==> src/dma_pkg.sv <==
package dma_pkg;

	localparam int fsab_addr_w = 31;
	localparam int fsab_data_w = 64;
	localparam int fsab_id_w = 4;
	localparam int fsab_len_w = 7;
	localparam int spam_addr_w = 24;
	localparam int fsab_credits_w = 4;

	localparam logic [fsab_credits_w-1:0] fsab_initial_credits = 4'd4;

	typedef enum logic {
		fsab_read = 1'b0,
		fsab_write = 1'b1
	} fsab_mode_e;

	typedef enum logic {
		fetch_idle = 1'b0,
		fetch_wait = 1'b1
	} fetch_state_e;

	// Request to the system bus, one word per request.
	typedef struct packed {
		logic valid;
		fsab_mode_e mode;
		logic [fsab_id_w-1:0] did;
		logic [fsab_id_w-1:0] subdid;
		logic [fsab_addr_w-1:0] addr;
		logic [fsab_len_w-1:0] len;
	} fsab_req_t;

	typedef struct packed {
		logic valid;
		logic [fsab_id_w-1:0] did;
		logic [fsab_id_w-1:0] subdid;
		logic [fsab_data_w-1:0] data;
	} fsab_resp_t;

	// Register bus command, the device ID shares the bus ID width.
	typedef struct packed {
		logic valid;
		logic r_nw;
		logic [fsab_id_w-1:0] did;
		logic [spam_addr_w-1:0] addr;
	} spam_req_t;

endpackage

==> src/dma_fetch_engine.sv <==
module dma_fetch_engine #(
	parameter logic [dma_pkg::fsab_id_w-1:0] fsab_did = '0,
	parameter logic [dma_pkg::fsab_id_w-1:0] fsab_subdid = '0,
	parameter logic [dma_pkg::fsab_addr_w-1:0] default_addr = '0
) (
	input logic clk,
	input logic rst_b,
	output dma_pkg::fsab_req_t fsab_req,
	input logic fsab_credit,
	input dma_pkg::fsab_resp_t fsab_resp,
	input logic fifo_full,
	output logic fifo_push,
	output logic [dma_pkg::fsab_data_w-1:0] fifo_wdata
);

	dma_pkg::fetch_state_e state;
	logic [dma_pkg::fsab_credits_w-1:0] credits;
	logic [dma_pkg::fsab_addr_w-1:0] next_addr;
	logic start_read;
	logic resp_match;

	// Only one read in flight, so a request waits for the previous response.
	// Held low while in reset.
	assign start_read = rst_b && (state == dma_pkg::fetch_idle) &&
		(credits != '0) && !fifo_full;

	assign resp_match = fsab_resp.valid &&
		(fsab_resp.did == fsab_did) &&
		(fsab_resp.subdid == fsab_subdid);

	always_comb begin
		fsab_req.valid = start_read;
		fsab_req.mode = dma_pkg::fsab_read;
		fsab_req.did = fsab_did;
		fsab_req.subdid = fsab_subdid;
		fsab_req.addr = next_addr;
		fsab_req.len = dma_pkg::fsab_len_w'(1);
	end

	// Data lands in the FIFO on the edge that ends the response cycle.
	assign fifo_push = (state == dma_pkg::fetch_wait) && resp_match;
	assign fifo_wdata = fsab_resp.data;

	always_ff @(posedge clk or negedge rst_b) begin
		if (!rst_b) begin
			credits <= dma_pkg::fsab_initial_credits;
		end else begin
			credits <= credits
				+ dma_pkg::fsab_credits_w'(fsab_credit)
				- dma_pkg::fsab_credits_w'(start_read);
		end
	end

	always_ff @(posedge clk or negedge rst_b) begin
		if (!rst_b) begin
			state <= dma_pkg::fetch_idle;
			next_addr <= default_addr;
		end else begin
			case (state)
				dma_pkg::fetch_idle: begin
					if (start_read) begin
						state <= dma_pkg::fetch_wait;
					end
				end
				dma_pkg::fetch_wait: begin
					if (resp_match) begin
						state <= dma_pkg::fetch_idle;
						next_addr <= next_addr + dma_pkg::fsab_addr_w'(8);
					end
				end
				default: state <= dma_pkg::fetch_idle;
			endcase
		end
	end

	// The slave never returns more credits than were handed out.
	// A request without a credit would wrap the count past this bound too.
	assert property (@(posedge clk) disable iff (!rst_b)
		credits <= dma_pkg::fsab_initial_credits)
		else $error("FSAB credit count out of range: %0d", credits);

endmodule

==> config.mk <==
export PLATFORM = sky130hd
export DESIGN_NAME = dma_fetch_engine
export DESIGN_NICKNAME = d
export VERILOG_FILES = /design/src/dma_pkg.sv /design/src/dma_fetch_engine.sv
export SDC_FILE = /design/constraint.sdc
export NUM_CORES = 1
export LEC_CHECK = 0
export ABC_CLOCK_PERIOD_IN_PS = 2200
export BUFFER_PORTS_ARGS = -buffer_cell sky130_fd_sc_hd__buf_2
export CORE_UTILIZATION = 39
export DETAILED_ROUTE_END_ITERATION = 8
export MAX_ROUTING_LAYER = met4
export PLACE_DENSITY = 0.89
export SKIP_LAST_GASP = 1
export SLEW_MARGIN = 20
export SYNTH_ARGS = -nofsm -noshare
export SYNTH_HDL_FRONTEND = slang
export SYNTH_SLANG_ARGS = --single-unit
==> constraint.sdc <==
create_clock -name clk -period 2.2 [get_ports clk]
set_input_delay 0.66 -clock clk [delete_from_list [all_inputs] [get_ports clk]]
set_output_delay 0.66 -clock clk [all_outputs]
set_load 0.1 [all_outputs]
==> metrics.cfg <==
[logic_synthesis]
synth_top_cell_area_share_pct = 34.4
synth_top_family_by_area = buffers and inverters
ys_seq_elements = 33
synth_area_leaders = dfrtp_1 (34%), buf_4 (27%), xor2_1 (7.5%)
yosys_warnings = 0
ys_seq_area_share_pct = 35.5
synth_top_area_cell = dfrtp_1
synth.mux.area_fraction_pct = 0.483
yosys-top-cells-count = buf_4 (84), dfrtp_1 (32), xor2_1 (20)
yosysMostFrequentCell = buf_4
avgSynthCellArea_sq_um = 9.75
ys_async_sr_fraction_pct = 100
synthSimpleGateAreaFrac_pct = 18.0
synth_area_sq_mm = 0.00233
synth_xor_xnor_area_share_pct = 10.9
synthAdderAreaFrac_pct = 4.08
syn_inst = 239
synth_cell_types = 31
yosys_most_used_dff = dfrtp_1
synth_edf_count = 0
synth_compound_area_share_pct = 1.13

[worst_setup_path]
critPathMaxFanout = 2
endpoint_kind = output port
required_ns = 1.54
timing.rr.end = credits[2]$_DFF_PN1_
cp.arrival_ns = 1.55
ff2ff_setup_slack_ns = 0.13
r2r-start = credits[2]$_DFF_PN1_
criticalPathCategory = input pin to output port
reg2regPathDepth = 9
start_kind = input pin

[global_routing]
gr-total-overflow = 0
grt_usage_pct = 15.4
grt_pass1_vias = 1399
grt_max_degree = 34
grt_first_pass_wirelength_microns = 6990
antenna_found_initial = 0

[cts]
ctsRootBufferMaster = clkbuf_8
cts_tree = built
insertion_delay_ns = 0.28
clock_sinks = 33
path_clk_slew_ns = 0.07
clockBufferDepth = 2
cts_buffers = 5
htreeDepth = 2

[route]
wire_per_inst_microns = 14.6
vias = 1479
ant_nets = 0
routed_via_density = 4.82
initialDrtViolationCount = 59
finalWirelength_microns = 4470
dr.pass1.iters = 4
highest_layer = met4
drc_errors = 0
met1_length_microns = 1880
wl_met3_microns = 276
wl_met2_microns = 2080

[power_and_ir_drop]
clkPwrFrac_pct = 30.0
switching_share_pct = 34.4
ir_drop_v = 0.000365
p_leak_nw = 1.26
power.density_mw_per_mm2 = 707
power_frac_seq_pct = 41.8
cellInternalPower_mw = 1.10
pwr-share-comb_pct = 28.2
p_sw_mw = 0.575

[final_layout]
drive_above_1_share_pct = 38.3
nets = 318
fin_area_sq_mm = 0.00236
antenna_cells = 0
utilization_pct = 41.9
instances_no_fill = 307
syn_to_final_growth_pct = 1.40
fillers = 543

[sta]
max-slew-margin-rel_pct = 65.9
period_share_pct = 100
tightestPinTransition_ns = 0.507
fmax_ghz = 0.453
fin_tns_setup_ns = -0.00610
report.final.slew_viol_count = 0
rsz0062_at_grt = yes
timing.final.ws_setup_ns = -0.00610
fin_skew_ns = 0.00699
setup_violations = 1
timing_hold_violations_final = 0
period_minus_slack_ns = 2.21

[place]
dp.cells = 293
place_hpwl_microns = 3390
place.gp.congestion = 0.730
placed_cell_area_sq_mm = 0.00218
port_buffers = 42
post-place-ws_ns = -0.129

[floorplanning]
start_util_pct = 41.3
fp-row-count = 27
io_pins = 190
dieArea_sq_mm = 0.00629
die_h_microns = 79.3
dieWidth_microns = 79.3
core_area_sq_mm = 0.00564

[flow_run]
max_cap_viol_count = 0

[run_status]
outcome = finished, violations left
failed_checks = setup timing

[worst_hold_path]
hp-class = input pin to asynchronous set/reset pin

[cell type report]
cell class / instances / area [sq um] / share of cell area, %
multi-input cells: 124 / 901 / 38.1
flip-flops and latches: 33 / 840 / 35.5
repair buffers: 56 / 374 / 15.8
clock buffers: 7 / 96.3 / 4.08
well taps: 72 / 90.1 / 3.81
inverters: 14 / 56.3 / 2.38
clock inverters: 1 / 5.00 / 0.212
[kinds of logic after synthesis]
family                   Yosys count
AND/OR/NAND/NOR                   64
buffers and inverters             99
AO/OA/AOI/OAI                      4
flip-flops                        33
XOR/XNOR                          29
adder cells (fa/ha/maj)            7
multiplexers                       1
other                              2
[timing repair]
item                                    in CTS  in global routing
resized for setup                            5                  1
gates cloned                                 0                  0
buffers inserted                             3                  3
hold buffers                                 0                  0
endpoints found under the setup margin       3                  3
pin swaps                                    3                  4
[routing by layer]
metal / vias to the layer above / GRT usage, %
met3: 30 / 4.02
met5: - / -
li1: 668 / -
met4: 0 / 11.6
met1: 728 / 17.2
met2: 53 / 23.5
[worst max-delay path, stage by stage]
cell and delay (ns):
buf_6 0.09, nor4b_4 0.27, nand4_1 0.19, clkinvlp_4 0.15, buf_12 0.17
[power by group through the flow]
stage | clock network (mW) | registers [mW] | logic (mW)
6_report | 0.501 | 0.698 | 0.470
5_1_grt | 0.537 | 0.701 | 0.525
4_1_cts | 0.509 | 0.699 | 0.477
3_5_place_dp | 0 | 0.709 | 0.446
2_1_floorplan | 0 | 0.713 | 0.918
3_3_place_gp | 0 | 0.707 | 0.416
[cells in the final DEF (no fill, tap or decap), types with 3 or more instances in the layout]
cell type / n
inv_1: 13
nand2_1: 12
xnor2_1: 9
buf_4: 12
nor3_2: 4
and4_1: 3
conb_1: 19
nor3_1: 9
and3_1: 3
nor4_1: 3
buf_12: 3
nor2_1: 5
nand4_1: 7
dfrtp_2: 10
nand3_1: 8
xor2_1: 20
buf_2: 38
ha_1: 5
clkbuf_8: 7
dfrtp_1: 22
buf_6: 3
[through the flow]
step / power (mW) / hold slack (ns)
6_report: 1.67 / 0.402
5_1_grt: 1.76 / 0.450
4_1_cts: 1.68 / 0.421
3_5_place_dp: 1.16 / 0.464
3_3_place_gp: 1.12 / 0.471
2_1_floorplan: 1.63 / 0.364
[sequential cells by signal, indices dropped and copies added (netlist names)]
name / cells
credits: 4
next_addr: 28
state: 1
[worst max-delay path by stage]
stage                  startpoint              endpoint
floorplan           fsab_resp[70]             fifo_push
global placement    fsab_resp[70]             fifo_push
detailed placement      fifo_full  credits[2]$_DFF_PN1_
CTS                 fsab_resp[65]             fifo_push
global route        fsab_resp[70]             fifo_push
finish              fsab_resp[70]             fifo_push
Note: power is estimated with default switching activity, not from simulation.
