**config.mk**
```make
export PLATFORM = sky130hd
export DESIGN_NAME = spam_read_port
export DESIGN_NICKNAME = d
export VERILOG_FILES = /design/src/dma_pkg.sv /design/src/spam_read_port.sv
export SDC_FILE = /design/constraint.sdc
export NUM_CORES = 1
export LEC_CHECK = 0
export ABC_AREA = 0
export BUFFER_PORTS_ARGS = -buffer_cell sky130_fd_sc_hd__buf_4
export CAP_MARGIN = 20
export CORE_ASPECT_RATIO = 2
export CORE_MARGIN = 3
export CORE_UTILIZATION = 34
export DETAILED_ROUTE_END_ITERATION = 16
export PLACE_DENSITY = 0.75
export SYNTH_ARGS = -nofsm -noshare
export SYNTH_HDL_FRONTEND = slang
export SYNTH_SLANG_ARGS = --single-unit
```
**constraint.sdc**
```tcl
create_clock -name clk -period 4 [get_ports clk]
set_clock_uncertainty 0.1 [all_clocks]
set_input_delay 0.2 -clock clk [delete_from_list [all_inputs] [get_ports clk]]
set_output_delay 0.2 -clock clk [all_outputs]
set_load 0.01 [all_outputs]
```
**src/dma_pkg.sv**
```systemverilog
package dma_pkg;

	localparam int fsab_addr_w = 31;
	localparam int fsab_data_w = 64;
	localparam int fsab_id_w = 4;
	localparam int fsab_len_w = 7;
	localparam int spam_addr_w = 24;
	localparam int fsab_credits_w = 4;

	localparam logic [fsab_credits_w-1:0] fsab_initial_credits = 4'd4;

	typedef enum logic {
		fsab_read = 1'b0,
		fsab_write = 1'b1
	} fsab_mode_e;

	typedef enum logic {
		fetch_idle = 1'b0,
		fetch_wait = 1'b1
	} fetch_state_e;

	// Request to the system bus, one word per request.
	typedef struct packed {
		logic valid;
		fsab_mode_e mode;
		logic [fsab_id_w-1:0] did;
		logic [fsab_id_w-1:0] subdid;
		logic [fsab_addr_w-1:0] addr;
		logic [fsab_len_w-1:0] len;
	} fsab_req_t;

	typedef struct packed {
		logic valid;
		logic [fsab_id_w-1:0] did;
		logic [fsab_id_w-1:0] subdid;
		logic [fsab_data_w-1:0] data;
	} fsab_resp_t;

	// Register bus command, the device ID shares the bus ID width.
	typedef struct packed {
		logic valid;
		logic r_nw;
		logic [fsab_id_w-1:0] did;
		logic [spam_addr_w-1:0] addr;
	} spam_req_t;

endpackage

```
**src/spam_read_port.sv**
```systemverilog
module spam_read_port #(
	parameter logic [dma_pkg::fsab_id_w-1:0] spam_did = '0,
	parameter logic [dma_pkg::spam_addr_w-1:0] spam_addr_pfx = '0,
	parameter logic [dma_pkg::spam_addr_w-1:0] spam_addr_mask = '0
) (
	input logic clk,
	input logic rst_b,
	input dma_pkg::spam_req_t spam_req,
	input logic fifo_empty,
	input logic [dma_pkg::fsab_data_w-1:0] fifo_rdata,
	output logic fifo_pop,
	output logic spam_busy_b,
	output logic [63:0] spam_data
);

	logic read_hit;

	// A read for our ID inside the address window.
	assign read_hit = spam_req.valid && spam_req.r_nw &&
		(spam_req.did == spam_did) &&
		((spam_req.addr & spam_addr_mask) == (spam_addr_pfx & spam_addr_mask));

	assign fifo_pop = read_hit && !fifo_empty;

	always_ff @(posedge clk or negedge rst_b) begin
		if (!rst_b) begin
			spam_busy_b <= 1'b0;
		end else begin
			spam_busy_b <= fifo_pop;
		end
	end

	// Data holds its old value on a miss or an empty FIFO.
	always_ff @(posedge clk) begin
		if (fifo_pop) begin
			spam_data <= fifo_rdata;
		end
	end

endmodule

```
==> reports/qor.txt, run 1 <==
Worst setup path class: primary input to output port
Vias per Instance: 4.342
Hold_buf cts: 65
Reg power frac: 0.577
Via count: 1511
Peak VDD IR: 0.3390 mV
Area growth from synthesis to layout: 98.03%
Final-layout fill cell count: 362
Status: finished clean
Largest net degree at the start of global routing: 67
Fmax achieved: 485.7 MHz
Worst Path Required: 3.70 ns
Wirelength per Cell: 16.05 um
Placer Congestion: 0.6622
IO buf count: 138
Pre-CTS setup slack: 1.905 ns
Core Area: 5515 sq um
Crit path arrival time: 1.76 ns
Resize count post-CTS: 0
Die X: 59.82 um
Max Slew Vio Count: 0
Layout Nets: 380
Final wirelength: 5586 um
Sequential element share of the synthesized area: 0.9886
Post-DRT Antenna Nets: 0
Congestion Overflow GR: 0
Worst hold path class: primary input to asynchronous set/reset pin
Setup Viol. Count Final: 0
Total clock buffers created by CTS: 9
Row count: 38
Layout cells sized above 1: 0.5243
Tcrit/Tclk final: 0.5147
Final cell count without fillers: 348
Min cycle time layout: 2.059 ns
Most used cell, CP: buf_4
Most frequent cells in the layout: buf_4, dlygate4sd3_1, edfxtp_1, clkbuf_8, clkinv_1
Fin util: 0.7071
Synth warnings: 0
Antenna diodes: 0
Sw frac: 0.1918
Critical path, cell by cell: buf_4 -> or3_1 -> nor4_4 -> buf_4 -> buf_4
Worst setup path end: fifo_pop
DP Cell Count: 267
Net switching power: 0.2508 mW
DR iter-0 viols: 28
GRT Util Overall: 0.1723
Measured slew at the worst slew-check pin: 0.7849 ns
Die extent in y: 113.6 um
Post-CTS Setup Bufs: 0
# clock sinks: 65
Syn nets: 165
Io pins: 163
CP Capture Type: output port
Die area: 6797 sq um
Unrepaired setup endpoints after global routing: no
Top-area cell type share of the netlist area: 0.9759
Worst-path clk slew: 0.06 ns
Worst path slowest cell: buf_4
First-pass GRT wire length: 8169 um
Most common cell after layout, fill and taps aside: buf_4
Area contributors post-synth: edfxtp_1, dfrtp_1, nor4_2
Iteration count of the initial detailed-routing pass: 6
DR DRC count: 0
Hold Vio Cnt, Final: 0
Initial antenna violation count: 0
Post-Syn Area: 1969 sq um
Initial core utilization: 0.3571
Leakage Power: 1.618 nW
CTS tree: built
Syn Inst Count: 68
Longest Clk Path Bufs: 2
FF+latch count, synth: 65
Worst setup margin: 1.941 ns
Combinational share of power: 0.090
Worst-path maximum fanout: 66
Mean area per synthesized cell: 28.96 sq um
Clock power frac: 0.333
Crit start category: primary input
Number of global-route vias before repair: 1703
Root buffer cell: clkbuf_8
Cell variety after synth: 5
Max cap viols: 0
Setup_tns: 0 ns
Htree depth: 3
Worst slew margin: 0.4768
Power per standard cell area: 335.2 nW/um^2
Yosys top cell by area: edfxtp_1
Cell internal pwr: 1.057 mW
Origin of the worst setup path: spam_req[27]
Final Total Pwr: 1.307 mW
CP max stage delay: 0.67 ns
how the worst min path moves through the flow:
stage	startpoint	end	depth (start not counted)
finish	rst_b	spam_busy_b$_DFF_PN0_	2
global route	rst_b	spam_busy_b$_DFF_PN0_	2
CTS	rst_b	spam_busy_b$_DFF_PN0_	2
detailed placement	rst_b	spam_busy_b$_DFF_PN0_	1
global placement	rst_b	spam_busy_b$_DFF_PN0_	1
floorplan	rst_b	spam_busy_b$_DFF_PN0_	0
power by group through the flow:
stage               clock network, mW  logic [mW]  registers (mW)
floorplan                           0     0.00219           0.771
global placement                    0      0.0623           0.768
detailed placement                  0      0.0648           0.768
CTS                             0.456       0.117           0.754
global route                    0.475       0.126           0.754
finish                          0.435       0.118           0.754
state kept, by name, summed over array words and instances, names as in the netlist:
register / flops
spam_busy_b: 1
spam_data: 64
worst max-delay path: cells and delay by family:
family                 cells  cell delay [ns]
and+or+nand+nor            2             0.53
buffers and inverters      3             1.02
cell families after synthesis:
family	Yosys count	synth area share
DFF	65	0.9886
and+or+nand+nor	3	0.01144
cells in the mapped netlist, drive strengths merged:
| master | count |
|---|---|
| or3 | 1 |
| edfxtp | 64 |
| dfrtp | 1 |
| nor4 | 1 |
| nand2 | 1 |
stage by stage:
step / cell area (sq um) / hold WS, ns
global placement: 3097 / -0.1248
global route: 3900 / 0.05392
detailed placement: 3097 / -0.1239
finish: 3900 / 0.07476
floorplan: 1978 / -0.1956
CTS: 3900 / 0.05086
routing by layer:
layer | global-route usage | wire, um | up-vias
li1 | - | - | 705
met1 | 0.1422 | 1607 | 707
met5 | 0 | 0 | -
met4 | 0.09320 | 178 | 0
met2 | 0.3143 | 3353 | 86
met3 | 0.07814 | 446 | 13
layout make-up:
class | instances | area, sq um | area share
clock buffers | 10 | 127.6 | 0.03272
repair buffers | 204 | 1694 | 0.4344
flip-flops and latches | 65 | 1947 | 0.4992
well taps | 60 | 75.07 | 0.01925
multi-input cells | 3 | 31.28 | 0.008021
clock inverters | 6 | 25.02 | 0.006416
No activity file was read; power rests on OpenSTA's default activity.
==> run 2: changes to the inputs <==
--- a/config.mk
+++ b/config.mk
@@ -5,7 +5,7 @@
 export SDC_FILE = /design/constraint.sdc
 export NUM_CORES = 1
 export LEC_CHECK = 0
-export ABC_AREA = 0
+export ABC_AREA = 1
 export BUFFER_PORTS_ARGS = -buffer_cell sky130_fd_sc_hd__buf_4
 export CAP_MARGIN = 20
 export CORE_ASPECT_RATIO = 2
==> constraint.sdc (replaced) <==
create_clock -name clk -period 1.7 [get_ports clk]
set_clock_uncertainty 0.1 [all_clocks]
set_input_delay 0.085 -clock clk [delete_from_list [all_inputs] [get_ports clk]]
set_output_delay 0.085 -clock clk [all_outputs]
set_load 0.01 [all_outputs]
==> run 2 against run 1 <==
Against the previous run: synthesized area grew 0.44%; flip-flop and latch count is the same; die area grew 0.41%; critical endpoint unchanged; final area grew 2.9%.
==> reports/qor.txt, run 2 <==
Post-DRT Antenna Nets: 0 (unchanged)
Peak VDD IR: 0.7844 mV (was 0.3390 mV)
Wirelength per Cell: 17.12 um (was 16.05 um)
Max Slew Vio Count: 0 (unchanged)
IO buf count: 138 (unchanged)
Hold Vio Cnt, Final: 0 (unchanged)
Area contributors post-synth: edfxtp_1, dfrtp_1, inv_1 (was edfxtp_1, dfrtp_1, nor4_2)
Sw frac: 0.1832 (was 0.1918)
Top-area cell type share of the netlist area: 0.9715 (was 0.9759)
Layout Nets: 387 (was 380)
Fin Hold WS: 0.1235 ns (was 0.07476 ns)
Post-CTS Setup Bufs: 0 (unchanged)
Worst setup path class: primary input to output port (unchanged)
Initial antenna violation count: 1 (was 0)
Worst slew margin: 0.8768 (was 0.4768)
Power per standard cell area: 835.9 nW/um^2 (was 335.2 nW/um^2)
Status: finished clean (unchanged)
Setup Viol. Count Final: 0 (unchanged)
Vias per Instance: 4.309 (was 4.342)
Largest net degree at the start of global routing: 35 (was 67)
Pre-CTS setup slack: 0.4948 ns (was 1.905 ns)
Fin util: 0.7278 (was 0.7071)
Min cycle time layout: 1.102 ns
CTS tree: built (unchanged)
Hold Path Stages: 5
Worst Path Required: 1.51 ns (was 3.70 ns)
Top cells by count, synth: edfxtp_1, inv_1, nor2_1 (was edfxtp_1, dfrtp_1, nand2_1, nor4_2, or3_1)
Die X: 59.94 um (was 59.82 um)
Worst-path clk slew: 0.06 ns (about the same)
Largest registers: spam_data x64, spam_busy_b x1 (unchanged)
Most common cell after layout, fill and taps aside: buf_4 (unchanged)
Final wirelength: 6096 um (was 5586 um)
Cell variety after synth: 6 (was 5)
Count leader, synth: edfxtp_1 (unchanged)
Cell internal pwr: 2.741 mW (was 1.057 mW)
Longest Clk Path Bufs: 2 (unchanged)
Dpl hpwl: 3652 um
Via count: 1534 (was 1511)
Final Total Pwr: 3.355 mW (was 1.307 mW)
Initial core utilization: 0.3587 (was 0.3571)
Largest Register: spam_data (unchanged)
DR DRC count: 0 (unchanged)
Syn Inst Count: 73 (was 68)
Total clock buffers created by CTS: 9 (unchanged)
Number of global-route vias before repair: 1703 (unchanged)
Final-layout fill cell count: 359 (was 362)
Placer Congestion: 0.6957 (was 0.6622)
Most frequent cells in the layout: buf_4, dlygate4sd3_1, edfxtp_1, clkbuf_8 (was buf_4, dlygate4sd3_1, edfxtp_1, clkbuf_8, clkinv_1)
Ys async rst share: 0.01538 (unchanged)
Combinational share of power: 0.086 (was 0.090)
Post-Syn Area: 1978 sq um (was 1969 sq um)
Row count: 38 (unchanged)
Measured slew at the worst slew-check pin: 0.1849 ns (was 0.7849 ns)
FF+latch count, synth: 65 (unchanged)
CP Capture Type: output port (unchanged)
Synth warnings: 0 (unchanged)
Syn nets: 170 (was 165)
Worst setup margin: 0.5983 ns (was 1.941 ns)
WHS Endpoint: spam_busy_b$_DFF_PN0_
Top_reg_cell synth: edfxtp_1 (unchanged)
Max cap viols: 0 (unchanged)
Root buffer cell: clkbuf_8 (unchanged)
Yosys top cell by area: edfxtp_1 (unchanged)
Worst-path maximum fanout: 32 (was 66)
Die area: 6825 sq um (was 6797 sq um)
DR iter-0 viols: 39 (was 28)
# clock sinks: 65 (unchanged)
Net switching power: 0.6147 mW (was 0.2508 mW)
Reg power frac: 0.529 (was 0.577)
Clock power frac: 0.385 (was 0.333)
Mean area per synthesized cell: 27.10 sq um (was 28.96 sq um)
Iteration count of the initial detailed-routing pass: 3 (was 6)
Hold path startpoint: spam_req[25]
Layout cells sized above 1: 0.5356 (was 0.5243)
Core Area: 5515 sq um (unchanged)
GRT Util Overall: 0.1837 (was 0.1723)
Fmax achieved: 907.7 MHz
Tcrit/Tclk final: 0.6481
Sequential element share of the synthesized area: 0.9842 (was 0.9886)
Congestion Overflow GR: 0 (unchanged)
Htree depth: 3 (unchanged)
Crit path arrival time: 0.92 ns (was 1.76 ns)
Area growth from synthesis to layout: 102.9% (was 98.03%)
Unrepaired setup endpoints after global routing: no (unchanged)
Leakage Power: 1.674 nW (was 1.618 nW)
Die extent in y: 113.9 um (was 113.6 um)
Io pins: 163 (unchanged)
Largest register FFs: 64 (unchanged)
Number of synthesized flops with an enable pin: 64 (unchanged)
First-pass GRT wire length: 8542 um (was 8169 um)
Worst hold path class: primary input to flip-flop (was primary input to asynchronous set/reset pin)
Crit start category: primary input (unchanged)
==> run 2: logic make-up after synthesis <==
group,count (synthesis),synth area share
buffers and inverters,3,0.005692
and+or+nand+nor,5,0.01012
DFF,65,0.9842
==> run 2: how the worst max path moves through the flow <==
stage | startpoint | slack, ns | end | cells after the start
2_1_floorplan | spam_req[28] | -0.06 | spam_data[0]$_DFFE_PP_ | 4
3_3_place_gp | spam_req[28] | 0.53 | spam_data[11]$_DFFE_PP_ | 6
3_5_place_dp | spam_req[28] | 0.49 | spam_data[11]$_DFFE_PP_ | 6
4_1_cts | spam_req[28] | 0.57 | fifo_pop | 7
5_1_grt | spam_req[28] | 0.48 | fifo_pop | 7
6_report | spam_req[28] | 0.60 | fifo_pop | 7
==> run 2: cell type report <==
cell class | count | area (sq um) | area share
flip-flops and latches | 65 | 1947 | 0.4850
multi-input cells | 5 | 35.03 | 0.008728
clock buffers | 13 | 158.9 | 0.03959
clock inverters | 3 | 40.04 | 0.009975
well taps | 60 | 75.07 | 0.01870
diodes | 1 | 2.502 | 0.0006234
repair buffers | 206 | 1737 | 0.4327
inverters | 3 | 18.77 | 0.004676
==> run 2: routing by layer <==
layer | part of all wire | track usage
met1 | 0.30 | 0.1557
met2 | 0.60 | 0.3439
met3 | 0.072 | 0.06342
met4 | 0.023 | 0.09911
met5 | 0 | 0
==> run 2: through the flow <==
step / instance area (sq um) / TNS [ns] / std cells
after detailed placement: 3152 / 0 / 273
after CTS: 4011 / 0 / 355
after floorplan: 2001 / -4.084 / 73
after global placement: 3152 / 0 / 273
final: 4014 / 0 / 356
after global routing: 4014 / 0 / 356
==> run 2: power by group through the flow <==
| stage | registers (mW) | logic [mW] | clock network (mW) |
|---|---|---|---|
| 6_report | 1.77 | 0.290 | 1.29 |
| 5_1_grt | 1.77 | 0.308 | 1.39 |
| 4_1_cts | 1.77 | 0.285 | 1.33 |
| 3_5_place_dp | 1.81 | 0.160 | 0 |
| 3_3_place_gp | 1.81 | 0.152 | 0 |
| 2_1_floorplan | 1.81 | 0.00829 | 0 |
==> run 2: timing repair <==
action,4_1_cts,5_1_grt
hold buffers,66,0
resized for setup,0,0
endpoints found under the hold margin,65,0
==> run 2: critical path: stages <==
cell and delay [ns]:
buf_4 0.11, inv_8 0.02, nor2_1 0.08, nand2_1 0.09
nor2_4 0.15, buf_12 0.22, buf_4 0.15
